## src/PeripheralPkg.sv

```systemverilog
package PeripheralPkg;

	// Bus and data widths
	typedef logic [31:0] busAddrT;
	typedef logic [31:0] wordT;
	typedef logic [3:0] strobeT;

	// Video RAM widths
	typedef logic [7:0] pixelT;
	typedef logic [10:0] scanAddrT;
	// MSB picks the buffer half
	typedef logic [9:0] bankWordAddrT;

	// Region codes from the address decoder
	typedef logic [2:0] regionT;

	localparam regionT REGION_NONE = 3'd0;
	localparam regionT REGION_SEVEN_SEG = 3'd1;
	localparam regionT REGION_BOOT = 3'd2;
	localparam regionT REGION_MICROS = 3'd3;
	localparam regionT REGION_MILLIS = 3'd4;
	localparam regionT REGION_BUFFER_CTRL = 3'd5;
	localparam regionT REGION_VRAM = 3'd6;

	// Register map, word aligned
	localparam busAddrT SEVEN_SEG_ADDR = 32'h100;
	localparam busAddrT BOOT_ADDR = 32'h104;
	localparam busAddrT MICROS_ADDR = 32'h10C;
	localparam busAddrT MILLIS_ADDR = 32'h110;
	localparam busAddrT BUFFER_CTRL_ADDR = 32'h114;

	// Video banks sit back to back from the base
	localparam busAddrT VRAM_BASE = 32'h10000;
	localparam logic [31:0] VRAM_BANK_BYTES = 32'h800;

	// Upper and lower panel halves
	localparam int NUM_BANKS = 2;

endpackage

```

## src/ControlRegisters.sv

```systemverilog
module ControlRegisters #(
	parameter PeripheralPkg::busAddrT RESET_BOOT_ADDRESS = 32'h3FC
) (
	input logic clk,
	input logic rst,
	input logic regWrite,
	input PeripheralPkg::busAddrT accessAddress,
	input PeripheralPkg::wordT accessData,
	input logic frameDone,
	output PeripheralPkg::wordT sevenSegment,
	output PeripheralPkg::busAddrT bootAddress,
	output logic swapRequest,
	output logic displayBuffer
);

	import PeripheralPkg::*;

	logic swapNow;

	// Swap only between frames, never mid-scan
	assign swapNow = frameDone && swapRequest;

	always_ff @(posedge clk or negedge rst) begin
		if (rst == 1'b0) begin
			sevenSegment <= '0;
			bootAddress <= RESET_BOOT_ADDRESS;
			swapRequest <= 1'b0;
			displayBuffer <= 1'b0;
		end else begin
			if (swapNow) begin
				displayBuffer <= ~displayBuffer;
				swapRequest <= 1'b0;
			end

			// A request written in the swap cycle stays armed for the next frame
			if (regWrite) begin
				if (accessAddress == SEVEN_SEG_ADDR) begin
					sevenSegment <= accessData;
				end else if (accessAddress == BOOT_ADDR) begin
					bootAddress <= accessData;
				end else if (accessAddress == BUFFER_CTRL_ADDR) begin
					swapRequest <= accessData[0];
				end
			end
		end
	end

endmodule

```

## config.mk

```make
export PLATFORM = sky130hd
export DESIGN_NAME = ControlRegisters
export DESIGN_NICKNAME = d
export VERILOG_FILES = /design/src/PeripheralPkg.sv /design/src/ControlRegisters.sv
export SDC_FILE = /design/constraint.sdc
export NUM_CORES = 1
export LEC_CHECK = 0
export ABC_AREA = 1
export BUFFER_PORTS_ARGS = -buffer_cell sky130_fd_sc_hd__buf_2
export CAP_MARGIN = 10
export CORE_ASPECT_RATIO = 1.4
export CORE_MARGIN = 2
export CORE_UTILIZATION = 42
export CTS_CLUSTER_SIZE = 10
export DETAILED_ROUTE_END_ITERATION = 16
export PLACE_DENSITY = 0.78
export SLEW_MARGIN = 20
export SYNTH_ARGS = -nofsm -noshare
export SYNTH_HDL_FRONTEND = slang
export SYNTH_SLANG_ARGS = --single-unit
```

## constraint.sdc

```tcl
create_clock -name clk -period 0.9 [get_ports clk]
set_input_delay 0.27 -clock clk [delete_from_list [all_inputs] [get_ports clk]]
set_output_delay 0.27 -clock clk [all_outputs]
set_load 0.02 [all_outputs]
```

==> results.md, run 1 <==
- Status: finished, violations left
- Failing checks: negative setup slack
- CP cell instances: buf_6
- Worst setup path class: flip-flop to primary output
- Maximum clock insertion buffer count: 2
- Routed length per placed instance: 18.9 um
- # port buffers: 133
- Most frequent cells in the layout: buf_6, buf_4, nand2_2
- RSZ-0062 raised after global routing: true
- Flop pwr share: 0.518
- # diodes: 0
- CP top delay family: flip-flops
- Total grt overflow: 0
- Mapped Area: approximately 0.0029 mm2
- Mean Syn Cell Area: 8.57 um2
- DRC: 0
- Yosys cell types: 17
- Worst Setup Slack, final: -0.387 ns
- Worst-skew pair later-pin latency: about 0.35 ns
- Hold Crit Class: input port to flip-flop
- Final Skew: 0.000132 ns
- Maximum vdd drop: between 1000 and 1500 uV
- NetSw: 0.00143 W
- Die area: 0.00767 mm2
- Final GP Congestion: between 0.8 and 0.9
- Critical path's largest stage delay: 0.55 ns
- Least-Margin Pin Slew: 0.409 ns
- WP data required: about 0.63 ns
- CP max FO: 2
- Hpwl dp: slightly below 6 mm
- Ys Warns: 0
- Fillers: 332
- DR vias/cell: 5.34
- Initial antenna violation count: 0
- Largest net degree at the start of global routing: 31
- CTS buffer count: 9
- WHS: about 0.14 ns
- Vias: between 3000 and 4000
- Width of the die: 74.6 um
- Initial Util: 0.428
- Buf+Inv Stages, Crit Path: 1
- Switching share of power: 0.250
- Crit. End Element: primary output
- Clock sinks: 66
- Yosys top cell area share: 0.495
- TNS Setup: -38.25 ns
- Chip height: just over 100 um
- Commonest non-fill, non-tap cell in the layout: buf_6
- # rows: 36
- Final #Nets: around 640
- Pre-antenna DRT Iters: 5
- CP Data Arrival Time: 1.02 ns
- DRT antenna net count: 0
- Max-cap violation count: 0
- Tmin final: 1.29 ns
- First-pass GRT wire length: 16.6 mm
- Area contributors post-synth: dfrtp_1, nand2_1, nand3_1
- DRT iter0 DRCs: 169
- Total GRT Usage: 0.293
- Syn_nets: 410
- Post-synthesis sequential area ratio: 0.567
- Core box area: about 0.007 mm2
- IO Pins: ~130
- Area growth, synth to finish: 101%
- Max transition margin: 0.727
- Total wire length: between 10 and 15 mm
- Crit share post-route: 1.43
- Gate Count Post-Synth: 342
- Final Slew Violations: 0
- Startpoint Class: flip-flop
- Synth Register Bits: between 60 and 70
- CP max stage cell: dfstp_2
- Clock slew at reported path FFs: 0.07 ns
- Layout cells sized above 1: 0.663
- Cell taking the most area after synthesis: dfrtp_1
- Setup slack at placement: -0.648 ns
- CTS tree: done
- Clock Power Share: 0.380
- H-tree depth: 3
- Int Power: 0.00430 W
- Root buf cell: clkbuf_8
- Setup-violating endpoint count in the final report: 131
- Fin. Hold Viols: 0
- Fmax achieved: between 0.7 and 0.8 GHz
- Vias in the first global route: 3622
- P per Cell Area: between 900 and 1000 mW/mm2
- Static Leak: 3.12 nW
- Gate power share: 0.103
[area by class of cell]
type / instances / area [um2] / area share
tap: 95 / 119 / 0.0202
sequential: 66 / 1660 / 0.283
clock inverter: 3 / 15.0 / 0.00255
multi-input combinational: 248 / 1620 / 0.275
inverter: 12 / 55.1 / 0.00937
timing repair buffer: 237 / 2260 / 0.385
clock buffer: 13 / 149 / 0.0253
[synthesized netlist by cell type, drive strengths merged]
cell type	n
dfstp	8
nand3b	1
nor2	27
dfrtp	58
inv	12
xnor2	1
nand2	150
buf	19
a21oi	1
nand3	65
[path summary, 6_finish.rpt]
| kind | startpoint | end | slack [ns] | cells past startpoint |
|---|---|---|---|---|
| min | accessData[5] | bootAddress[5] | 0.14 | 3 |
| max | bootAddress[3] | bootAddress[3] | -0.39 | 1 |
| max reg2reg | bootAddress[9] | bootAddress[9] | 0.01 | 4 |
| max in group asynchronous | rst | bootAddress[9] | 0.08 | 3 |
| min reg2reg | bootAddress[4] | bootAddress[4] | 0.49 | 2 |
| min in group asynchronous | rst | bootAddress[1] | 0.35 | 2 |
[state kept, by name, indices dropped and copies added (netlist names)]
signal         flops
bootAddress       32
sevenSegment      32
swapRequest        1
displayBuffer      1
[metrics by stage]
| stage | util | area (um2) | instances | power, W |
|---|---|---|---|---|
| final | 0.859 | 5880 | 674 | 0.00573 |
| after global routing | 0.859 | 5880 | 674 | 0.00591 |
| after CTS | 0.789 | 5400 | 634 | 0.00567 |
| after detailed placement | 0.555 | 3800 | 568 | 0.00342 |
| after global placement | 0.555 | 3800 | 568 | 0.00342 |
| after floorplan | - | 2990 | 342 | 0.00312 |
[cell families after synthesis]
kind of cell              Yosys count  share of synthesized area
buffers and inverters              31                     0.0658
xor gates and xnor gates            1                    0.00299
AOI/OAI and AO/OA                   1                    0.00299
DFF                                66                      0.567
and+or+nand+nor                   243                      0.361
[power by group through the flow]
stage	clock, W	combinational (W)	sequential (W)
floorplan	0	0.0000996	0.00302
global placement	0	0.000396	0.00302
detailed placement	0	0.000400	0.00302
CTS	0.00218	0.000517	0.00297
global route	0.00232	0.000619	0.00297
finish	0.00218	0.000588	0.00297
[repair_timing]
item	4_1_cts	5_1_grt
buffers inserted	38	42
resized for setup	252	54
cloned	11	0
endpoints found under the hold margin	1	0
setup endpoints to repair	130	131
hold buffers	1	0
pin swaps	18	31
[routing by layer]
metal / track usage / share of wire
met1: 0.301 / 0.33
met2: 0.523 / 0.56
met3: 0.0616 / 0.065
met4: 0.191 / 0.047
met5: 0 / 0
No activity file was read; power rests on OpenSTA's default activity.
==> run 2, diff against run 1 <==
ABC_CLOCK_PERIOD_IN_PS = 900   (was not set)
CORE_MARGIN = not set   (was 2)
==> results.md, run 2 (synthesis gave the netlist of run 1 again) <==
- Initial antenna violation count: 0 (unchanged)
- H-tree depth: 3 (unchanged)
- FF-to-FF setup slack: -0.12 ns (-0.13 ns)
- Placed Area: 0.00376 mm2 (-1.2%)
- Root buf cell: clkbuf_8
- Clock sinks: 66 (unchanged)
- Failing checks: negative setup slack
- Pre-antenna DRT Iters: 5 (unchanged)
- Startpoint Class: flip-flop
- WHS: 0.168 ns (+0.0293 ns)
- CP max stage cell: dfstp_2
- Hold Crit Class: input port to flip-flop
- Worst Setup Slack, final: -0.403 ns (-0.0157 ns)
- Status: finished, violations left
- Largest net degree at the start of global routing: 34 (+9.7%)
- NetSw: 0.00151 W (+5.6%)
- Total GRT Usage: 0.327 (+0.0341)
- Layout cells sized above 1: 0.693 (+0.0300)
- Setup slack at placement: -0.668 ns (-0.0199 ns)
- Switching share of power: 0.255 (+0.00448)
- Maximum clock insertion buffer count: 2 (unchanged)
- Routed length per placed instance: 20.0 um (+5.8%)
- Least-Margin Pin Slew: 0.325 ns (-0.0842 ns)
- Commonest non-fill, non-tap cell in the layout: buf_6
- Critical path's largest stage delay: 0.56 ns (about the same)
- IO Pins: 134 (unchanged)
- Tmin final: 1.30 ns (+0.0157 ns)
- Gate power share: 0.096 (-0.007)
- Max transition margin: 0.783 (+0.0561)
- Static Leak: 3.15 nW (+0.80%)
- Worst-skew pair later-pin latency: 0.35 ns (about the same)
- Final GP Congestion: 0.905 (+0.63%)
- Width of the die: 72.6 um (-2.7%)
- Fin. Hold Viols: 0 (unchanged)
- Total grt overflow: 0 (unchanged)
- Final Slew Violations: 0 (unchanged)
- CTS buffer count: 9 (unchanged)
- Hpwl dp: 5.76 mm (about the same)
- Fmax achieved: 0.768 GHz (-1.2%)
- Initial Util: 0.440 (+0.0122)
- Tot Pwr: 0.00594 W (+3.7%)
- FF+latch area: 0.00166 mm2 (about the same)
- Top Registers: bootAddress (32), sevenSegment (32)
- Vias in the first global route: 3552 (-1.9%)
- Post-route design area: 0.00594 mm2 (+1.1%)
- Max-cap violation count: 0 (unchanged)
- Core box area: 0.00666 mm2 (-2.8%)
- Vias: 3741 (+3.9%)
- Utilization after layout: 0.892 (+0.0339)
- Flop pwr share: 0.499 (-0.019)
- CP cell instances: buf_6
- DRT antenna net count: 0 (unchanged)
- CTS tree: done
- Fillers: 271 (-18%)
- Final #Nets: 653 (+1.7%)
- Area growth, synth to finish: 103%
- CP top delay family: flip-flops
- Clock Power Share: 0.405 (+0.025)
- Maximum vdd drop: 681 uV (-32%)
- Most frequent cells in the layout: buf_6, buf_4, nand2_2
- CP Data Arrival Time: 1.03 ns (about the same)
- First-pass GRT wire length: 17.6 mm (+6.5%)
- DRT iter0 DRCs: 329 (+95%)
- Chip height: 101 um (-1.9%)
- Final Skew: 0.0000932 ns (-0.0000384 ns)
- Setup-violating endpoint count in the final report: 131 (unchanged)
- # rows: 35 (-2.8%)
- WP data required: 0.63 ns (about the same)
- DRC: 0 (unchanged)
- Clock slew at reported path FFs: 0.07 ns (about the same)
- Footprint of the multi-input gates: 0.00175 mm2 (+8.0%)
- CP max FO: 2 (unchanged)
- RSZ-0062 raised after global routing: true
- P per Cell Area: 1000 mW/mm2 (+2.6%)
- Die area: 0.00732 mm2 (-4.6%)
- Total wire length: 13.7 mm (+7.1%)
- Int Power: 0.00443 W (+3.1%)
- # diodes: 0 (unchanged)
- Crit share post-route: 1.45 (+0.0175)
- Worst setup path class: flip-flop to primary output
- # port buffers: 133 (unchanged)
- DR vias/cell: 5.49 (+2.7%)
- Crit. End Element: primary output
- Buf+Inv Stages, Crit Path: 1 (unchanged)
run 2: cell count changes in the layout (fill, tap and decap cells not counted), moves of 2 or more:
cell      delta
clkbuf_8     +2
nand3_1      -3
nand3_4      -2
nand3_2      +5
nand2_1     -11
buf_12       -7
nand2_4      +8
nand2_2      +3
buf_16       -4
buf_4       +15
nand2_8      +3
buf_6        +3
buf_8        +2
run 2: final cells by class:
| type | instances | share of cell area |
|---|---|---|
| multi-input combinational | 251 | 0.294 |
| sequential | 66 | 0.280 |
| inverter | 12 | 0.00885 |
| tap | 92 | 0.0194 |
| clock buffer | 14 | 0.0291 |
| timing repair buffer | 245 | 0.367 |
| clock inverter | 2 | 0.00168 |
run 2: path summary, 6_finish.rpt:
check,start,to,depth (start not counted)
max in group asynchronous,rst,bootAddress[7],3
worst min register to register,bootAddress[2],bootAddress[2],2
worst max register to register,bootAddress[14],bootAddress[14],5
worst max-delay path,bootAddress[5],bootAddress[5],1
worst min-delay path,accessData[5],bootAddress[5],3
min in group asynchronous,rst,displayBuffer,2
run 2: timing repair:
item / in CTS / in global routing
resized for setup: 249 / 77
pin swaps: 39 / 42
setup endpoints to repair: 131 / 131
cloned: 10 / 0
setup buffers: 63 / 30
hold buffers: 1 / 0
endpoints found under the hold margin: 58 / 0
run 2: per-stage QoR:
| stage | instances | TNS, ns |
|---|---|---|
| 6_report | 682 | -37.52 |
| 5_1_grt | 682 | -42.73 |
| 4_1_cts | 653 | -31.74 |
| 3_5_place_dp | 563 | -41.04 |
| 3_3_place_gp | 563 | -38.18 |
| 2_1_floorplan | 342 | -20.75 |
run 2: per-layer routing:
| metal | global-route usage | up-vias | part of all wire |
|---|---|---|---|
| li1 | - | 1569 | - |
| met1 | 0.355 | 1798 | 0.34 |
| met2 | 0.579 | 293 | 0.53 |
| met3 | 0.0720 | 81 | 0.077 |
| met4 | 0.181 | 0 | 0.057 |
| met5 | 0 | - | 0 |
run 2: power by group through the flow:
stage	Clock, W	Sequential [W]	Combinational [W]
finish	0.00241	0.00297	0.000572
detailed placement	0	0.00302	0.000394
floorplan	0	0.00302	0.0000996
global route	0.00250	0.00296	0.000607
CTS	0.00229	0.00297	0.000499
global placement	0	0.00302	0.000392
run 2: tightest hold or removal path, cell delays in order:
cell and delay [ns]:
buf_2 0.12, nand3_2 0.07, nand2_2 0.05
==> run 3, diff against run 2 <==
SETUP_SLACK_MARGIN = 0.5   (was not set)
==> results.md, run 3 (synthesis gave the netlist of run 1 again) <==
- Max transition margin: 0.748 (-0.0351)
- IO Pins: 134 (unchanged)
- R2R cell count: 4 (-1)
- Initial antenna violation count: 0 (unchanged)
- Top Registers: bootAddress (32), sevenSegment (32)
- Die area: 0.00732 mm2 (unchanged)
- Worst R2R End: sevenSegment[22]
- Worst r2r src: sevenSegment[22]
- CTS tree: done
- Hpwl dp: 5.55 mm (-3.6%)
- Status: finished, violations left
- Pre-antenna DRT Iters: 5 (unchanged)
- Footprint of the multi-input gates: 0.00172 mm2 (-1.6%)
- Final GP Congestion: 0.808 (-11%)
- Setup-violating endpoint count in the final report: 131 (unchanged)
- Core box area: 0.00666 mm2 (unchanged)
- FF+latch area: 0.00173 mm2 (+4.4%)
- TNS Setup: -38.34 ns (-0.822 ns)
- Worst Setup Slack, final: -0.405 ns (-0.00188 ns)
- Total wire length: 13.1 mm (-3.8%)
- Routed length per placed instance: 19.8 um (-1.4%)
- Tmin final: 1.30 ns (+0.00188 ns)
- RSZ-0062 raised after global routing: true
- Utilization after layout: 0.891 (-0.00132)
- Most frequent cells in the layout: buf_6, nand2_2, buf_4
- Fillers: 298 (+10%)
- Initial Util: 0.440 (unchanged)
- First-pass GRT wire length: 16.9 mm (-4.0%)
- Setup slack at placement: -0.723 ns (-0.0552 ns)
- Crit. End Element: flip-flop
- WP data required: 1.13 ns (+0.50 ns)
- FF-to-FF setup slack: 0.01 ns (+0.13 ns)
- Maximum vdd drop: 884 uV (+30%)
- CP max FO: 8 (+6)
- DR vias/cell: 5.48 (-0.19%)
- Width of the die: 72.6 um (unchanged)
- Hold Crit Class: input port to async pin
- Clock sinks: 66 (unchanged)
- Root buf cell: clkbuf_8
- Vias in the first global route: 3612 (+1.7%)
- Total grt overflow: 0 (unchanged)
- Fin. Hold Viols: 58 (+58)
- H-tree depth: 3 (unchanged)
- DRC: 0 (unchanged)
- Tot Pwr: 0.00618 W (+4.0%)
- Maximum clock insertion buffer count: 2 (unchanged)
- CP Data Arrival Time: 1.54 ns (+0.51 ns)
- WHS: -0.101 ns (-0.268 ns)
- P per Cell Area: 1040 mW/mm2 (+4.2%)
- Worst setup path class: input port to flip-flop
- Static Leak: 2.99 nW (-4.9%)
- DRT antenna net count: 0 (unchanged)
- Max-cap violation count: 0 (unchanged)
- Fmax achieved: 0.766 GHz (-0.14%)
- CTS buffer count: 9 (unchanged)
- Crit share post-route: 1.45 (+0.00209)
- Clock slew at reported path FFs: 0.07 ns (about the same)
- Final #Nets: 636 (-2.6%)
- # port buffers: 133 (unchanged)
- Startpoint Class: input port
- # diodes: 0 (unchanged)
- # rows: 35 (unchanged)
- Largest net degree at the start of global routing: 53 (+56%)
- Worst-skew pair later-pin latency: 0.34 ns (about the same)
- Commonest non-fill, non-tap cell in the layout: buf_6
- Worst Setup SP: accessAddress[20]
- Final Slew Violations: 0 (unchanged)
- Layout cells sized above 1: 0.782 (+0.0886)
- DRT iter0 DRCs: 231 (-30%)
- Vias: 3641 (-2.7%)
- Failing checks: negative hold slack, negative setup slack
- Chip height: 101 um (unchanged)
- Area growth, synth to finish: 102%
- Total GRT Usage: 0.307 (-0.0192)
- Final Skew: 0.000174 ns (+0.0000806 ns)
- Least-Margin Pin Slew: 0.378 ns (+0.0527 ns)
run 3: cell types whose count changed in the layout (fill, tap and decap cells not counted), sizes merged:
cell / change
buf: -17
clkinvlp: +2
bufinv: +1
clkbuf: -1
clkinv: -1
dlygate4sd3: -1
run 3: worst max-delay path by stage:
stage / endpoint / slack, ns
finish: bootAddress[28] / -0.40
global route: bootAddress[28] / -0.44
CTS: bootAddress[8] / -0.39
detailed placement: sevenSegment[15] / -0.72
global placement: sevenSegment[11] / -0.68
floorplan: sevenSegment[10] / -0.35
run 3: through the flow:
stage | hold slack, ns | area, um2 | instances
finish | -0.101 | 5930 | 665
global route | -0.0865 | 5930 | 665
CTS | -0.105 | 5500 | 644
detailed placement | 0.265 | 3810 | 560
global placement | 0.269 | 3810 | 560
floorplan | -0.0256 | 3060 | 342
run 3: report_power, final:
| part | switching (W) | internal (W) |
|---|---|---|
| clock | 0.00121 | 0.00143 |
| sequential | 0.0000000000247 | 0.00296 |
| combinational | 0.000328 | 0.000254 |
run 3: what timing repair did:
| item | 4_1_cts | 5_1_grt |
|---|---|---|
| buffers inserted | 61 | 20 |
| hold endpoints to repair | 58 | 58 |
| setup endpoints to repair | 132 | 132 |
| gates resized for setup | 261 | 65 |
| pin swaps | 38 | 36 |
| cloned | 7 | 1 |
run 3: per-layer routing:
| metal | routed length, um | track usage | up-vias |
|---|---|---|---|
| met5 | 0 | 0 | - |
| met3 | 891 | 0.0660 | 64 |
| met1 | 4290 | 0.331 | 1778 |
| met2 | 7190 | 0.551 | 260 |
| met4 | 766 | 0.170 | 0 |
| li1 | - | - | 1539 |
run 3: cell type report:
| type | instances | area share |
|---|---|---|
| Inverter | 12 | 0.00928 |
| Multi-Input combinational cell | 251 | 0.290 |
| Tap cell | 92 | 0.0194 |
| Clock inverter | 4 | 0.00844 |
| Timing Repair Buffer | 228 | 0.355 |
| Clock buffer | 12 | 0.0262 |
| Sequential cell | 66 | 0.292 |
run 3: critical path, cell delays in order:
cell and delay [ns]:
buf_6 0.09, nor2_1 0.14, nand2_1 0.10, nor2_2 0.16, nand2_4 0.10, nor2_8 0.13, buf_6 0.14, buf_6 0.11
nand2_8 0.09, nand2_1 0.12, nand2_1 0.07
